==> config.mk <==
export PLATFORM = sky130hd
export DESIGN_NAME = tx_queue_sched
export DESIGN_NICKNAME = d
export VERILOG_FILES = /design/src/rtl/tx_bit_pkg.sv /design/src/rtl/tx_queue_sched.sv
export SDC_FILE = /design/constraint.sdc
export NUM_CORES = 1
export LEC_CHECK = 0
export BUFFER_PORTS_ARGS = -buffer_cell sky130_fd_sc_hd__clkbuf_2
export CORE_UTILIZATION = 35
export CTS_CLUSTER_SIZE = 12
export DETAILED_ROUTE_END_ITERATION = 10
export MAX_ROUTING_LAYER = met4
export PLACE_DENSITY = 0.69
export SLEW_MARGIN = 20
export SYNTH_ARGS = -nofsm -noshare
export SYNTH_HDL_FRONTEND = slang
export SYNTH_SLANG_ARGS = --single-unit
==> constraint.sdc <==
create_clock -name clk -period 5.2 [get_ports clk]
set_input_delay 0.78 -clock clk [delete_from_list [all_inputs] [get_ports clk]]
set_output_delay 0.78 -clock clk [all_outputs]
set_load 0.1 [all_outputs]
==> src/rtl/tx_bit_pkg.sv <==
// shared sizes, vector types, descriptor layout and scheduler states
package tx_bit_pkg;

    // access-category queues
    localparam int num_queues = 4;
    // descriptor entries per queue
    localparam int desc_depth = 64;
    // stream and buffer word width
    localparam int dma_word_w = 64;
    // packet buffer address width
    localparam int buf_addr_w = 10;
    // cycles that start stays high
    localparam int start_pulse_len = 6;

    typedef logic [1:0] queue_idx_t;
    typedef logic [dma_word_w-1:0] dma_word_t;
    typedef logic [buf_addr_w-1:0] buf_addr_t;
    // occupancy 0..desc_depth, one bit wider than the pointer
    typedef logic [6:0] fifo_count_t;
    typedef logic [12:0] num_symbol_t;
    typedef logic [9:0] seq_num_t;
    typedef logic [1:0] prio_t;

    // fifo pointers wrap on their own, depth is a power of two
    typedef logic [$clog2(desc_depth)-1:0] fifo_ptr_t;
    // down-counter for the start pulse
    typedef logic [$clog2(start_pulse_len+1)-1:0] pulse_cnt_t;

    // one descriptor per frame, written by the host
    // prio and seq_num only matter on the completion latch
    typedef struct packed {
        prio_t       prio;
        seq_num_t    seq_num;
        logic [1:0]  reserved;
        logic [3:0]  retrans_limit;
        logic        need_ack;
        num_symbol_t num_symbol;
    } tx_desc_t;

    // idle   wait for an allowed non-empty queue
    // fetch  pop issued, fifo read in flight
    // load   head valid, capture it
    // do_tx  copy stream words until tx_end
    typedef enum logic [1:0] {
        idle,
        fetch,
        load,
        do_tx
    } sched_state_t;

endpackage

==> src/rtl/tx_queue_sched.sv <==
// queue scheduler fsm, dma word copy into the buffer, start pulse, completion latch
`timescale 1ns/10ps

module tx_queue_sched import tx_bit_pkg::*; (
    input  logic                  clk,
    input  logic                  rstn,
    input  logic [num_queues-1:0] allowed,
    input  logic [num_queues-1:0] empty,
    output logic [num_queues-1:0] pop,
    input  tx_desc_t              head,
    input  logic                  bb_busy,
    input  logic                  tx_end,
    input  logic                  try_complete,
    input  logic                  auto_start,
    input  buf_addr_t             start_th,
    input  dma_word_t             s_data,
    input  logic                  s_emptyn,
    output logic                  s_ask,
    output logic                  buf_we,
    output buf_addr_t             buf_waddr,
    output dma_word_t             buf_wdata,
    output queue_idx_t            queue_idx,
    output logic                  need_ack,
    output logic [3:0]            retrans_limit,
    output seq_num_t              seq_num,
    output prio_t                 prio,
    output logic                  start
);

    sched_state_t state;

    // descriptor of the frame being served
    tx_desc_t cur_desc;
    // words accepted so far in this frame
    num_symbol_t wr_cnt;

    // fixed-priority pick
    logic       sel_valid;
    queue_idx_t sel_idx;

    // stream handshake
    logic accept;
    logic last_word;

    // start stretch
    pulse_cnt_t pulse_cnt;
    logic       th_hit;

    // lowest queue number wins, scan from the top down
    always_comb begin
        sel_valid = 1'b0;
        sel_idx   = '0;
        for (int i = num_queues - 1; i >= 0; i--) begin
            if (allowed[i] && !empty[i]) begin
                sel_valid = 1'b1;
                sel_idx   = queue_idx_t'(i);
            end
        end
    end

    // word taken whenever ask and emptyn meet
    assign accept    = s_ask && s_emptyn;
    assign last_word = accept && (wr_cnt == cur_desc.num_symbol - num_symbol_t'(1));

    always_ff @(posedge clk) begin
        if (!rstn) begin
            state     <= idle;
            pop       <= '0;
            queue_idx <= '0;
            cur_desc  <= '0;
            s_ask     <= 1'b0;
            wr_cnt    <= '0;
            buf_we    <= 1'b0;
        end else begin
            // pop is a single-cycle strobe
            pop    <= '0;
            buf_we <= accept;
            unique case (state)
                idle: begin
                    s_ask  <= 1'b0;
                    wr_cnt <= '0;
                    // hold off while the baseband is still sending
                    if (sel_valid && !bb_busy) begin
                        queue_idx      <= sel_idx;
                        pop[sel_idx]   <= 1'b1;
                        state          <= fetch;
                    end
                end
                fetch: begin
                    // fifo read in flight
                    state <= load;
                end
                load: begin
                    cur_desc <= head;
                    // empty frame never asks
                    s_ask    <= (head.num_symbol != '0);
                    state    <= do_tx;
                end
                do_tx: begin
                    if (accept) begin
                        wr_cnt <= wr_cnt + 1'b1;
                    end
                    // stop right after the last announced word
                    if (last_word || tx_end) begin
                        s_ask <= 1'b0;
                    end
                    if (tx_end) begin
                        state <= idle;
                    end
                end
                default: begin
                    state <= idle;
                end
            endcase
        end
    end

    // buffer write lags the accepted word by one cycle
    always_ff @(posedge clk) begin
        if (accept) begin
            buf_waddr <= wr_cnt[buf_addr_w-1:0];
            buf_wdata <= s_data;
        end
    end

    // threshold word has just gone into the buffer
    assign th_hit = buf_we && (buf_waddr == start_th);

    always_ff @(posedge clk) begin
        if (!rstn) begin
            pulse_cnt <= '0;
            seq_num   <= '0;
            prio      <= '0;
        end else begin
            if (th_hit && auto_start) begin
                pulse_cnt <= pulse_cnt_t'(start_pulse_len);
            end else if (pulse_cnt != '0) begin
                pulse_cnt <= pulse_cnt - 1'b1;
            end
            // host reads these back after the attempt
            if (try_complete) begin
                seq_num <= cur_desc.seq_num;
                prio    <= cur_desc.prio;
            end
        end
    end

    assign start = (pulse_cnt != '0);

    // live view of the served descriptor
    assign need_ack      = cur_desc.need_ack;
    assign retrans_limit = cur_desc.retrans_limit;

endmodule

==> impl_metrics.csv <==
group,metric,value,unit
sta,slew_headroom,0.307,
power_and_ir_drop,p_int,2230,uW
detailed_routing,ant_nets,0,
sta,slew_violations,0,
global_route,grt_pass1_wl,19.5,mm
setup_path,cp.required,5.50,ns
cts,insertion_delay,0.41,ns
power_and_ir_drop,swShare,0.369,
die,dieHeight,129,um
global_route,met1_usage,0.170,
cts,cts_buffer_depth,2,
sta,rsz0062_at_grt,"false",
detailed_routing,wl,13.0,mm
global_route,grt_pass1_vias,3998,
power_and_ir_drop,pwr-share-comb,0.300,
setup_path,path_cells,"inv_1 > ha_2 > nor3_1 > nor3b_1 > o2111ai_1 > a2111oi_4 > a41oi_2 > mux2i_1",
logic_synthesis,asyncSetResetFlopFracSynth,0,
detailed_routing,drt_first_iter_violations,137,
logic_synthesis,ys_seq_area_frac,0.640,
global_route,grtUsageTotal,0.161,
cts,cts_hold_buf,0,
sta,max_freq,0.370,GHz
min_path,holdCritPathClass,"reg2reg",
logic_synthesis,synth-seq-cells,142,
setup_path,reg2reg_from,"state[0]",
sta,setup_viol,0,
power_and_ir_drop,seq_power_share,0.384,
cts,tritoncts,"built",
sta,min_period,2.70,ns
power_and_ir_drop,p_sw,1300,uW
flow_run,maxCapViolCount,0,
cts,root_buffer,"clkbuf_16",
setup_path,cp-start-kind,"flop",
sta,worstMarginPinSlew,1.04,ns
sta,hold_viol,0,
setup_path,worstRegToRegCells,8,
power_and_ir_drop,power_frac_clock,0.316,
die,start_util,0.363,
sta,setup_tns,0,ns
detailed_routing,vias,4146,
setup_path,worstPathMaxFanout,33,
setup_path,cp_slowest_stage_delay,0.88,ns
placed_design,io_buffers,218,
placed_design,dp_hpwl,9.90,mm
min_path,hold_start,"queue_idx[0]",
setup_path,startpoint,"state[0]",
setup_path,reg2reg_slack,2.50,ns
die,die-area,16500,sq um
die,io_pins,221,
detailed_routing,drcViolationCount,0,
logic_synthesis,synth_edf_count,74,
layout,antennaDiodeCount,0,
detailed_routing,firstDrtPassIters,4,
layout,synthToLayoutAreaGrowth,31.9,%
placed_design,place_congestion,0.797,
global_route,met2_usage,0.285,
global_route,grt_max_degree,80,
detailed_routing,detail_route.wl_per_cell,14.8,um
power_and_ir_drop,max-vdd-ir-drop,0.259,mV
sta,fin_crit_sh,0.519,
outcome,status,"finished, final reports clean",
setup_path,crit_path_end_kind,"flop",
cts,h-tree-depth,4,
logic_synthesis,yosys_most_used_dff,"edfxtp_1",
logic_synthesis,avgSynthCellArea,12.6,sq um
setup_path,path_class,"reg2reg",
layout,nNetsFinal,786,
layout,final_core_util,0.479,
die,num_rows,45,
logic_synthesis,synth.cell_area,5600,sq um
cts,cts.sinks,142,
global_route,use_met3,0.0445,
sta,finalClockSkew,0.00525,ns
setup_path,cp_slowest_cell,"ha_2",
setup_path,cp.arrival,3.00,ns
global_route,top_usage_layer,"met2",
power_and_ir_drop,p_leak,0.00303,uW
global_route,antenna_found_initial,0,
cts,numCtsBuffers,17,
logic_synthesis,yosysWarnings,0,
layout,drive_gt1_frac,0.398,
die,core,15400,sq um
detailed_routing,via_per_inst,4.70,
die,dieWidth,129,um
cts,clk_pin_slew_worst_paths,0.06,ns
cts,cts_setup_buffers,0,
logic_synthesis,syn_nets,572,
power_and_ir_drop,total_power,3540,uW
min_path,hold_depth,2,
logic_synthesis,synth_cell_type_count,52,
logic_synthesis,synthCells,444,
cts,ctsResizeCount,0,
power_and_ir_drop,power_density,478,nW/um^2
global_route,globalRoute.totalOverflow,0,
routing by layer:
metal / part of all wire / wire length, um / vias to the layer above
met2: 0.50 / 6550 / 169
met1: 0.41 / 5400 / 1932
met5: 0 / 0 / -
li1: - / - / 2029
met4: 0.013 / 167 / 0
met3: 0.072 / 934 / 16
path summary, 6_finish.rpt:
kind	to
min	queue_idx[0]
max	s_ask
max reg2reg	s_ask
min reg2reg	queue_idx[0]
worst max-delay path, delay by kind of cell (launching register included):
family                     cells  cell delay, ns
AOI/OAI and AO/OA              3            0.69
adders and majority gates      1            0.88
buffers and inverters          1            0.09
DFF                            1            0.33
muxes                          1            0.14
and+or+nand+nor                2            0.45
power by group through the flow:
stage	clock network [uW]	logic, uW	registers [uW]
final	1120	1060	1360
after global routing	1190	1130	1370
after CTS	1150	1070	1360
after detailed placement	0	1060	1380
after global placement	0	1030	1370
after floorplan	0	587	1680
cell usage after synthesis, drive strengths merged, types with 2 or more instances:
cell / count / area, sq um
and2: 3 / 18.8
nand4: 7 / 43.8
nand3: 14 / 75.1
nand2: 13 / 48.8
a31oi: 2 / 12.5
nand2b: 5 / 31.3
or3: 6 / 37.5
mux2i: 45 / 450
nor4b: 2 / 17.5
or2: 2 / 12.5
nand4b: 2 / 17.5
inv: 12 / 45.0
nor4: 7 / 58.8
ha: 7 / 87.6
a211o: 2 / 17.5
buf: 12 / 82.6
nor2: 59 / 224
or4: 3 / 30.0
o221a: 3 / 33.8
dfxtp: 68 / 1360
and3: 2 / 12.5
xor2: 9 / 78.8
edfxtp: 74 / 2220
clkbuf: 11 / 41.3
a21oi: 16 / 80.1
nor2b: 4 / 25.0
nor3: 9 / 45.0
xnor2: 19 / 174
or3b: 3 / 26.3
and4b: 2 / 20.0
o21ai: 9 / 45.0
a211oi: 2 / 15.0
area by class of cell:
type / instances / area (sq um)
fill: 1422 / 8040
timing repair buffer: 218 / 1090
sequential: 142 / 3580
multi-input combinational: 267 / 1850
clock inverter: 15 / 126
inverter: 12 / 45.0
clock buffer: 17 / 425
tap: 211 / 264
flip-flops by register name, indices dropped and copies added, names as in the netlist, 2 cells and up:
name	count
pulse_cnt	3
buf_waddr	10
cur_desc	25
queue_idx	2
buf_wdata	64
prio	2
retrans_limit	4
wr_cnt	13
pop	4
state	2
seq_num	10
kinds of logic after synthesis:
kind of cell,after synthesis,synth area share
multiplexers,46,0.0824
AND/OR/NAND/NOR,145,0.136
AO/OA/AOI/OAI,41,0.0514
buffers and inverters,35,0.0302
adder cells (fa/ha/maj),7,0.0156
XOR/XNOR,28,0.0451
flip-flops,142,0.640
through the flow:
step / instance area [sq um] / worst slack, ns / cells / hold WS [ns]
2_1_floorplan: 5600 / 0.518 / 444 / 0.406
3_3_place_gp: 6840 / 2.30 / 850 / 0.454
3_5_place_dp: 6840 / 2.26 / 850 / 0.451
4_1_cts: 7390 / 2.46 / 882 / 0.463
5_1_grt: 7390 / 2.31 / 882 / 0.493
6_report: 7390 / 2.50 / 882 / 0.468
cell usage in the layout, fill, tap and decap left out, drive strengths merged, types with 2 or more instances in the layout:
| master | netlist | layout |
|---|---|---|
| inv | 12 | 20 |
| nor2 | 59 | 59 |
| a21oi | 16 | 16 |
| nand2 | 13 | 13 |
| nor4 | 7 | 7 |
| or3b | 3 | 3 |
| nor4b | 2 | 2 |
| nand4 | 7 | 7 |
| or4 | 3 | 3 |
| nor2b | 4 | 4 |
| clkinv | 0 | 3 |
| and4b | 2 | 2 |
| and3 | 2 | 2 |
| and2 | 3 | 3 |
| nand3 | 14 | 14 |
| xnor2 | 19 | 19 |
| nand4b | 2 | 2 |
| a211oi | 2 | 2 |
| mux2i | 45 | 45 |
| or3 | 6 | 6 |
| o21ai | 9 | 9 |
| nand2b | 5 | 5 |
| xor2 | 9 | 9 |
| clkbuf | 11 | 235 |
| a211o | 2 | 2 |
| or2 | 2 | 2 |
| dfxtp | 68 | 68 |
| nor3 | 9 | 9 |
| clkinvlp | 0 | 4 |
| o221a | 3 | 3 |
| a31oi | 2 | 2 |
| ha | 7 | 7 |
| edfxtp | 74 | 74 |
(Power assumes the default switching activity.)
